### src/logic/rob_params.svh
`ifndef ROB_PARAMS_SVH
`define ROB_PARAMS_SVH

// instructions dispatched or retired per cycle
`define ROB_SS 2

// reorder buffer entries
`define ROB_DEPTH 8

// bits of a rob index, log2 of the depth
`define ROB_ID_W 3

// functional units competing for the cdb
`define NUM_FU 3

`endif
### src/logic/rv32i_types.sv
`include "rob_params.svh"

package rv32i_types;

    // index into the reorder buffer
    typedef logic [`ROB_ID_W-1:0] rob_id_t;

    // one instruction handed over by rename
    typedef struct packed {
        logic        valid;
        logic [4:0]  dest_reg;
        logic [31:0] pc;
    } dispatch_t;

    // id reply so rename can record the producer
    typedef struct packed {
        logic        valid;
        rob_id_t     rob_id;
        logic [4:0]  dest_reg;
    } alloc_t;

    // one slot of the buffer
    typedef struct packed {
        logic        done;
        logic [4:0]  dest_reg;
        logic [31:0] pc;
        logic [31:0] value;
    } rob_entry_t;

    // result held by a functional unit until granted
    typedef struct packed {
        logic        valid;
        rob_id_t     rob_id;
        logic [31:0] value;
    } fu_result_t;

    // one broadcast lane
    typedef struct packed {
        logic        valid;
        rob_id_t     rob_id;
        logic [31:0] value;
    } cdb_t;

    // retired instruction toward the register file
    typedef struct packed {
        logic        valid;
        rob_id_t     rob_id;
        logic [4:0]  dest_reg;
        logic [31:0] pc;
        logic [31:0] value;
    } commit_t;

endpackage

### src/logic/rob_top.sv
`include "rob_params.svh"

module rob_top
    import rv32i_types::*;
(
    input  logic               clk,
    input  logic               rst,
    input  dispatch_t          dispatch [`ROB_SS],
    output logic               dispatch_ready,
    output alloc_t             alloc [`ROB_SS],
    // functional unit side
    input  fu_result_t         fu_result [`NUM_FU],
    output logic [`NUM_FU-1:0] fu_ready,
    // retirement side
    input  logic               commit_ready,
    output commit_t            commit [`ROB_SS]
);

    cdb_t cdb [`ROB_SS];

    // results funnel onto the lanes first
    cdb_arbiter cdb_arbiter_i (
        .clk       (clk),
        .rst       (rst),
        .fu_result (fu_result),
        .fu_ready  (fu_ready),
        .cdb       (cdb)
    );

    rob rob_i (
        .clk            (clk),
        .rst            (rst),
        .dispatch       (dispatch),
        .dispatch_ready (dispatch_ready),
        .alloc          (alloc),
        .cdb            (cdb),
        .commit_ready   (commit_ready),
        .commit         (commit)
    );

endmodule

### src/logic/rob.sv
`include "rob_params.svh"

module rob
    import rv32i_types::*;
(
    input  logic      clk,
    input  logic      rst,
    // dispatch group, slot 1 only with slot 0
    input  dispatch_t dispatch [`ROB_SS],
    output logic      dispatch_ready,
    // ids handed back one cycle after acceptance
    output alloc_t    alloc [`ROB_SS],
    // completions from the arbiter
    input  cdb_t      cdb [`ROB_SS],
    input  logic      commit_ready,
    output commit_t   commit [`ROB_SS]
);

    localparam int CNT_W   = $clog2(`ROB_SS + 1);
    localparam int COUNT_W = $clog2(`ROB_DEPTH + 1);

    logic [CNT_W-1:0]   push_cnt;
    logic [CNT_W-1:0]   pop_cnt;
    rob_entry_t         push_data [`ROB_SS];
    logic [`ROB_SS-1:0] upd_en;
    rob_id_t            upd_idx [`ROB_SS];
    rob_entry_t         upd_data [`ROB_SS];
    rob_entry_t         head_data [`ROB_SS];
    rob_id_t            head;
    rob_id_t            tail;
    logic [COUNT_W-1:0] count;
    rob_id_t            slot_id [`ROB_SS];
    logic               prefix;

    // the queue rewrites whole entries on completion
    // so dest and pc are also kept by id to rebuild them
    logic [4:0]         dest_mem [`ROB_DEPTH];
    logic [31:0]        pc_mem [`ROB_DEPTH];

    circular_queue #(
        .QUEUE_TYPE (rob_entry_t),
        .DEPTH      (`ROB_DEPTH),
        .PORTS      (`ROB_SS)
    ) queue_i (
        .clk       (clk),
        .rst       (rst),
        .push_cnt  (push_cnt),
        .push_data (push_data),
        .pop_cnt   (pop_cnt),
        .upd_en    (upd_en),
        .upd_idx   (upd_idx),
        .upd_data  (upd_data),
        .head_data (head_data),
        .head_out  (head),
        .tail_out  (tail),
        .count     (count)
    );

    // room for a full group
    assign dispatch_ready = (COUNT_W'(`ROB_DEPTH) - count) >= COUNT_W'(`ROB_SS);

    // dispatch, ids run on from the tail in slot order
    always_comb begin
        push_cnt = '0;
        for (int i = 0; i < `ROB_SS; i++) begin
            slot_id[i]            = rob_id_t'(tail + i);
            push_data[i].done     = 1'b0;
            push_data[i].dest_reg = dispatch[i].dest_reg;
            push_data[i].pc       = dispatch[i].pc;
            push_data[i].value    = '0;
            if (dispatch_ready && dispatch[i].valid) begin
                push_cnt = push_cnt + 1'b1;
            end
        end
    end

    // completion, entry marked at the edge the lane is valid
    always_comb begin
        for (int i = 0; i < `ROB_SS; i++) begin
            upd_en[i]            = cdb[i].valid;
            upd_idx[i]           = cdb[i].rob_id;
            upd_data[i].done     = 1'b1;
            upd_data[i].dest_reg = dest_mem[cdb[i].rob_id];
            upd_data[i].pc       = pc_mem[cdb[i].rob_id];
            upd_data[i].value    = cdb[i].value;
        end
    end

    // commit the done run at the head, stop at the first gap
    // count guards against stale slots past the tail
    always_comb begin
        pop_cnt = '0;
        prefix  = commit_ready;
        for (int i = 0; i < `ROB_SS; i++) begin
            if (prefix && head_data[i].done && i < count) begin
                pop_cnt = pop_cnt + 1'b1;
            end else begin
                prefix = 1'b0;
            end
        end
    end

    always_ff @(posedge clk) begin
        for (int i = 0; i < `ROB_SS; i++) begin
            if (dispatch_ready && dispatch[i].valid) begin
                dest_mem[slot_id[i]] <= dispatch[i].dest_reg;
                pc_mem[slot_id[i]]   <= dispatch[i].pc;
            end
        end
    end

    // registered replies toward rename and retirement
    always_ff @(posedge clk) begin
        if (rst) begin
            for (int i = 0; i < `ROB_SS; i++) begin
                alloc[i].valid  <= 1'b0;
                commit[i].valid <= 1'b0;
            end
        end else begin
            for (int i = 0; i < `ROB_SS; i++) begin
                alloc[i].valid     <= dispatch_ready && dispatch[i].valid;
                alloc[i].rob_id    <= slot_id[i];
                alloc[i].dest_reg  <= dispatch[i].dest_reg;
                commit[i].valid    <= i < pop_cnt;
                commit[i].rob_id   <= rob_id_t'(head + i);
                commit[i].dest_reg <= head_data[i].dest_reg;
                commit[i].pc       <= head_data[i].pc;
                commit[i].value    <= head_data[i].value;
            end
        end
    end

endmodule

### src/logic/cdb_arbiter.sv
`include "rob_params.svh"

module cdb_arbiter
    import rv32i_types::*;
(
    input  logic              clk,
    input  logic              rst,
    // results held until their ready bit is seen at an edge
    input  fu_result_t        fu_result [`NUM_FU],
    output logic [`NUM_FU-1:0] fu_ready,
    // registered broadcast lanes
    output cdb_t              cdb [`ROB_SS]
);

    localparam int FU_IDX_W = $clog2(`NUM_FU);

    logic [FU_IDX_W-1:0] last_q;
    logic [FU_IDX_W-1:0] last_d;
    cdb_t                lane_d [`ROB_SS];

    // search starts one past the last unit granted
    // so every waiting unit is reached within two rounds
    always_comb begin
        int unsigned n;
        int unsigned idx;
        n        = 0;
        last_d   = last_q;
        fu_ready = '0;
        for (int k = 0; k < `ROB_SS; k++) begin
            lane_d[k] = '0;
        end
        for (int k = 1; k <= `NUM_FU; k++) begin
            idx = (last_q + k) % `NUM_FU;
            if (fu_result[idx].valid && n < `ROB_SS) begin
                fu_ready[idx]    = 1'b1;
                lane_d[n].valid  = 1'b1;
                lane_d[n].rob_id = fu_result[idx].rob_id;
                lane_d[n].value  = fu_result[idx].value;
                last_d           = FU_IDX_W'(idx);
                n                = n + 1;
            end
        end
    end

    // grant taken at the edge, lane valid the cycle after
    always_ff @(posedge clk) begin
        if (rst) begin
            last_q <= FU_IDX_W'(`NUM_FU - 1);
            for (int k = 0; k < `ROB_SS; k++) begin
                cdb[k].valid <= 1'b0;
            end
        end else begin
            last_q <= last_d;
            for (int k = 0; k < `ROB_SS; k++) begin
                cdb[k] <= lane_d[k];
            end
        end
    end

endmodule

### src/logic/circular_queue.sv
module circular_queue #(
    parameter type QUEUE_TYPE = logic,
    parameter int  DEPTH      = 8,
    parameter int  PORTS      = 2
) (
    input  logic                         clk,
    input  logic                         rst,
    // entries written at the tail, slot 0 first
    input  logic [$clog2(PORTS+1)-1:0]   push_cnt,
    input  QUEUE_TYPE                    push_data [PORTS],
    // entries dropped from the head
    input  logic [$clog2(PORTS+1)-1:0]   pop_cnt,
    // random access rewrite of live entries
    input  logic [PORTS-1:0]             upd_en,
    input  logic [$clog2(DEPTH)-1:0]     upd_idx [PORTS],
    input  QUEUE_TYPE                    upd_data [PORTS],
    // oldest entries, head first
    output QUEUE_TYPE                    head_data [PORTS],
    output logic [$clog2(DEPTH)-1:0]     head_out,
    output logic [$clog2(DEPTH)-1:0]     tail_out,
    output logic [$clog2(DEPTH+1)-1:0]   count
);

    localparam int IDX_W   = $clog2(DEPTH);
    localparam int COUNT_W = $clog2(DEPTH + 1);

    QUEUE_TYPE          mem [DEPTH];
    logic [IDX_W-1:0]   head_q;
    logic [IDX_W-1:0]   tail_q;
    logic [COUNT_W-1:0] count_q;

    // pointer advance with wrap, works for any depth
    function automatic logic [IDX_W-1:0] wrap(input logic [IDX_W-1:0] base,
                                              input int unsigned step);
        int unsigned sum;
        sum = base + step;
        return IDX_W'(sum % DEPTH);
    endfunction

    // pointers and occupancy
    always_ff @(posedge clk) begin
        if (rst) begin
            head_q  <= '0;
            tail_q  <= '0;
            count_q <= '0;
        end else begin
            head_q  <= wrap(head_q, pop_cnt);
            tail_q  <= wrap(tail_q, push_cnt);
            count_q <= count_q + COUNT_W'(push_cnt) - COUNT_W'(pop_cnt);
        end
    end

    // storage
    // updates only hit live entries and pushes only free ones
    // so the two never collide within a cycle
    always_ff @(posedge clk) begin
        for (int i = 0; i < PORTS; i++) begin
            if (upd_en[i]) begin
                mem[upd_idx[i]] <= upd_data[i];
            end
        end
        for (int i = 0; i < PORTS; i++) begin
            if (i < push_cnt) begin
                mem[wrap(tail_q, i)] <= push_data[i];
            end
        end
    end

    // head window, may hold stale slots beyond count
    always_comb begin
        for (int i = 0; i < PORTS; i++) begin
            head_data[i] = mem[wrap(head_q, i)];
        end
    end

    assign head_out = head_q;
    assign tail_out = tail_q;
    assign count    = count_q;

endmodule

### config.mk
export PLATFORM = sky130hd
export DESIGN_NAME = rob_top
export DESIGN_NICKNAME = d
export VERILOG_FILES = /design/src/logic/rv32i_types.sv /design/src/logic/rob_top.sv /design/src/logic/rob.sv /design/src/logic/cdb_arbiter.sv /design/src/logic/circular_queue.sv
export VERILOG_INCLUDE_DIRS = /design/src /design/src/logic
export SDC_FILE = /design/constraint.sdc
export NUM_CORES = 2
export LEC_CHECK = 0
export BUFFER_PORTS_ARGS = -buffer_cell sky130_fd_sc_hd__buf_2
export CORE_ASPECT_RATIO = 0.75
export CORE_MARGIN = 3
export CORE_UTILIZATION = 45
export CTS_CLUSTER_SIZE = 10
export DETAILED_ROUTE_END_ITERATION = 6
export PLACE_DENSITY = 0.61
export SLEW_MARGIN = 10
export SYNTH_ARGS = -nofsm -noshare
export SYNTH_HDL_FRONTEND = slang
export SYNTH_SLANG_ARGS = --single-unit
### constraint.sdc
create_clock -name clk -period 9.9 [get_ports clk]
set_input_delay 0.99 -clock clk [delete_from_list [all_inputs] [get_ports clk]]
set_output_delay 0.99 -clock clk [all_outputs]
set_load 0.02 [all_outputs]
==> impl_results.md <==
- Status: finished, final reports clean
- Clock slew at reported path FFs: 0.06 ns
- Final worst-path cycle share: 0.587
- Worst min-delay path endpoint: rob_i.queue_i.mem[3][29]
- Net Switching: 10600 µW
- #FFs+latches synth: 1110
- Final setup vio count: 0
- Synth async-reset ratio: 0
- Ys flop type: edfxtp_1
- Drt drc: 0
- Register area share after synthesis: 0.472
- Hold_buf cts: 0
- Clk pwr share: 0.178
- CTS tree: yes
- Slew Limit Fails: 0
- Reg2Reg Depth: 12
- Most frequent cells in the layout: 822 x edfxtp_1, 506 x nor2_1, 428 x mux4_2
- Starting density of the core: 0.456
- MaxCap Viol Count: 0
- Critical path class: flop to output pin
- Clock sink count: 1110
- Num rows: 119
- DP Cell Count: 6725
- Fmax: 172 MHz
- Detailed Route WL: 227 mm
- Commonest non-fill, non-tap cell in the layout: edfxtp_1
- HP Start: rob_i.queue_i.mem[3][29]
- Layout overhead on the synthesized area: 10.3%
- Drt pass-1 iters: 6
- Synthesis warning total: 0
- Via count: 48000
- Post-route cell area: 0.0711 mm²
- Worst-Skew Late Latency: 0.80 ns
- Worst reg2reg endpoint: rob_i.queue_i.mem[5][34]
- Layout net count: 5197
- DP HPWL: 136 mm
- TritonCTS buffer count: 132
- Sum Neg Setup Slack: 0 ns
- Area share of the largest cell type after synthesis: 0.383
- Resized cells post-CTS: 0
- Die area: 0.148 mm²
- Synthesized area: 0.0645 mm²
- PortBufs: 354
- Synth top area cells: edfxtp_1 38%, mux4_2 15%, dfxtp_1 8.9%
- Clock Tree Root: clkbuf_16
- Combinational Power Share: 0.466
- Worst-path maximum fanout: 80
- Die width: 443 µm
- Mean Syn Cell Area: 12.9 µm²
- Setup Slack @ Placement: 4.71 ns
- GRT overflow: 0
- Initial antenna violation count: 21
- Synth cell types: 78
- Cells after Synth: 5003
- CTS max path bufs: 3
- Placed inst area: 0.0673 mm²
- Hold Path Stages: 1
- Critical-path top delay cell: ha_4
- Flop2flop setup slack: 4.53 ns
- Vias in the first global route: 46500
- Layout cells sized above 1: 0.327
- Reg2reg start: rob_i.queue_i.count[1]
- Final hold vios: 0
- Cell Count, Final, Fillers Out: 6936
- Final worst slack: 4.09 ns
- Pwr/cell area: 357 mW/mm²
- Post-synthesis net count: 5216
- Critical path required time: 8.91 ns
- Slowest stage delay, CP: 0.88 ns
- DR iter-0 viols: 7038
- Post CTS Setup Buffer Count: 0
- RSZ-0062 raised after global routing: no
- H-tree depth: 4
- Die Ht: 334 µm
- Gr usage total: 0.300
- Sw frac: 0.416
- Num ports: 355
- Total leakage power: 0.0246 µW
- Cell taking the most area after synthesis: edfxtp_1
- ANT nets after route: 0
- Endpoint class of the critical path: output pin
- Wire per inst: 32.8 µm
- Worst slew pin tran: 1.26 ns
- Core footprint: 0.141 mm²
- Register share of total power: 0.356
- Max-Slew Margin vs Limit: 0.161
- EDFF count, synth: 822
- CP most frequent cell: inv_1
- Largest net degree at the start of global routing: 122
- First-pass GRT wire length: 328 mm
- Nature of the critical path startpoint: flop
- Via/cell ratio: 6.93
- Max Clock Skew: 0.0328 ns
- Total power: 25400 µW
- Hold WC Path Type: flop to flop
- VDD IR max: 0.000240 V
- Critical-path cell list: inv_1 > ha_4 > nand3b_1 > o21ai_4 > buf_4 > ha_1 > and4bb_2 > a21o_1 > a222oi_1 > inv_1 > buf_2
- RePlAce Congestion: 0.881
- Tmin final: 5.81 ns
- Critical path data arrival time: 4.82 ns
- P_int: 14800 µW
-- worst max path at each step --
stage	startpoint	end	slack [ns]
global route	cdb_arbiter_i.last_q[0]	fu_ready[0]	3.82
CTS	cdb_arbiter_i.last_q[0]	fu_ready[0]	4.09
global placement	rob_i.queue_i.count[1]	rob_i.queue_i.mem[5][46]	4.80
finish	cdb_arbiter_i.last_q[0]	fu_ready[0]	4.09
floorplan	rst	cdb_arbiter_i.last_q[1]	1.52
detailed placement	rob_i.queue_i.count[1]	rob_i.queue_i.mem[5][46]	4.71
-- per-stage QoR --
step                      utilization  hold slack, ns
after floorplan                     -           0.406
after global routing            0.503           0.488
after detailed placement        0.476           0.463
after CTS                       0.503           0.480
after global placement          0.476           0.458
final                           0.503           0.479
-- critical path, delay by kind of cell, from the launching register on --
family	cells	cell delay, ns
AND/OR/NAND/NOR	2	0.59
adder cells (fa/ha/maj)	2	1.25
buffers and inverters	4	1.01
flip-flops	1	0.41
AO/OA/AOI/OAI	3	0.73
-- layout make-up --
type                            instances  area [µm²]
Antenna cell                           11        27.5
Clock buffer                          180        3510
Clock inverter                         20         285
Fill cell                           11900       70200
Inverter                               36         143
Multi-Input combinational cell       3245       31700
Sequential cell                      1110       30500
Tap cell                             1875        2350
Timing Repair Buffer                  459        2570
-- state kept, by name, summed over array words and instances (netlist names), named ones only --
signal / count
rob_i.queue_i.mem: 560
rob_i.queue_i.head_out: 3
cdb_arbiter_i.cdb: 72
rob_i.commit: 146
rob_i.alloc: 18
rob_i.queue_i.tail_out: 3
cdb_arbiter_i.last_q: 2
rob_i.dest_mem: 40
rob_i.queue_i.count: 4
rob_i.pc_mem: 256
-- per-layer routing --
layer  track usage  vias to the layer above  share of wire
li1              -                    19800              -
met1         0.430                    24400           0.41
met2         0.421                     3365           0.42
met3         0.108                      459           0.14
met4        0.0959                        8          0.031
met5             0                        -        0.00024
-- cells in the mapped netlist (all sizes together), types with 22 or more instances --
| library cell | n |
|---|---|
| clkbuf | 356 |
| dfxtp | 288 |
| mux2i | 405 |
| o2bb2ai | 329 |
| mux4 | 428 |
| o22ai | 314 |
| nand3 | 23 |
| a21oi | 70 |
| inv | 35 |
| nor3 | 254 |
| a221oi | 26 |
| edfxtp | 822 |
| nor2 | 506 |
| o21ai | 115 |
| ha | 22 |
| nand2 | 59 |
| buf | 256 |
| a22oi | 50 |
| mux2 | 504 |
-- cells by family after synthesis --
logic type / share of synthesized area
xor gates and xnor gates: 0.00124
muxes: 0.307
adders and majority gates: 0.00551
and+or+nand+nor: 0.0629
buffers and inverters: 0.0430
AOI/OAI and AO/OA: 0.108
DFF: 0.472
-- power groups by stage --
stage	registers (µW)	clock network, µW	logic [µW]
detailed placement	9020	0	11500
global placement	8960	0	11300
global route	9210	4760	12500
finish	9040	4520	11800
CTS	8950	4570	11600
floorplan	8380	0	8180
No activity file was read; power rests on OpenSTA's default activity.
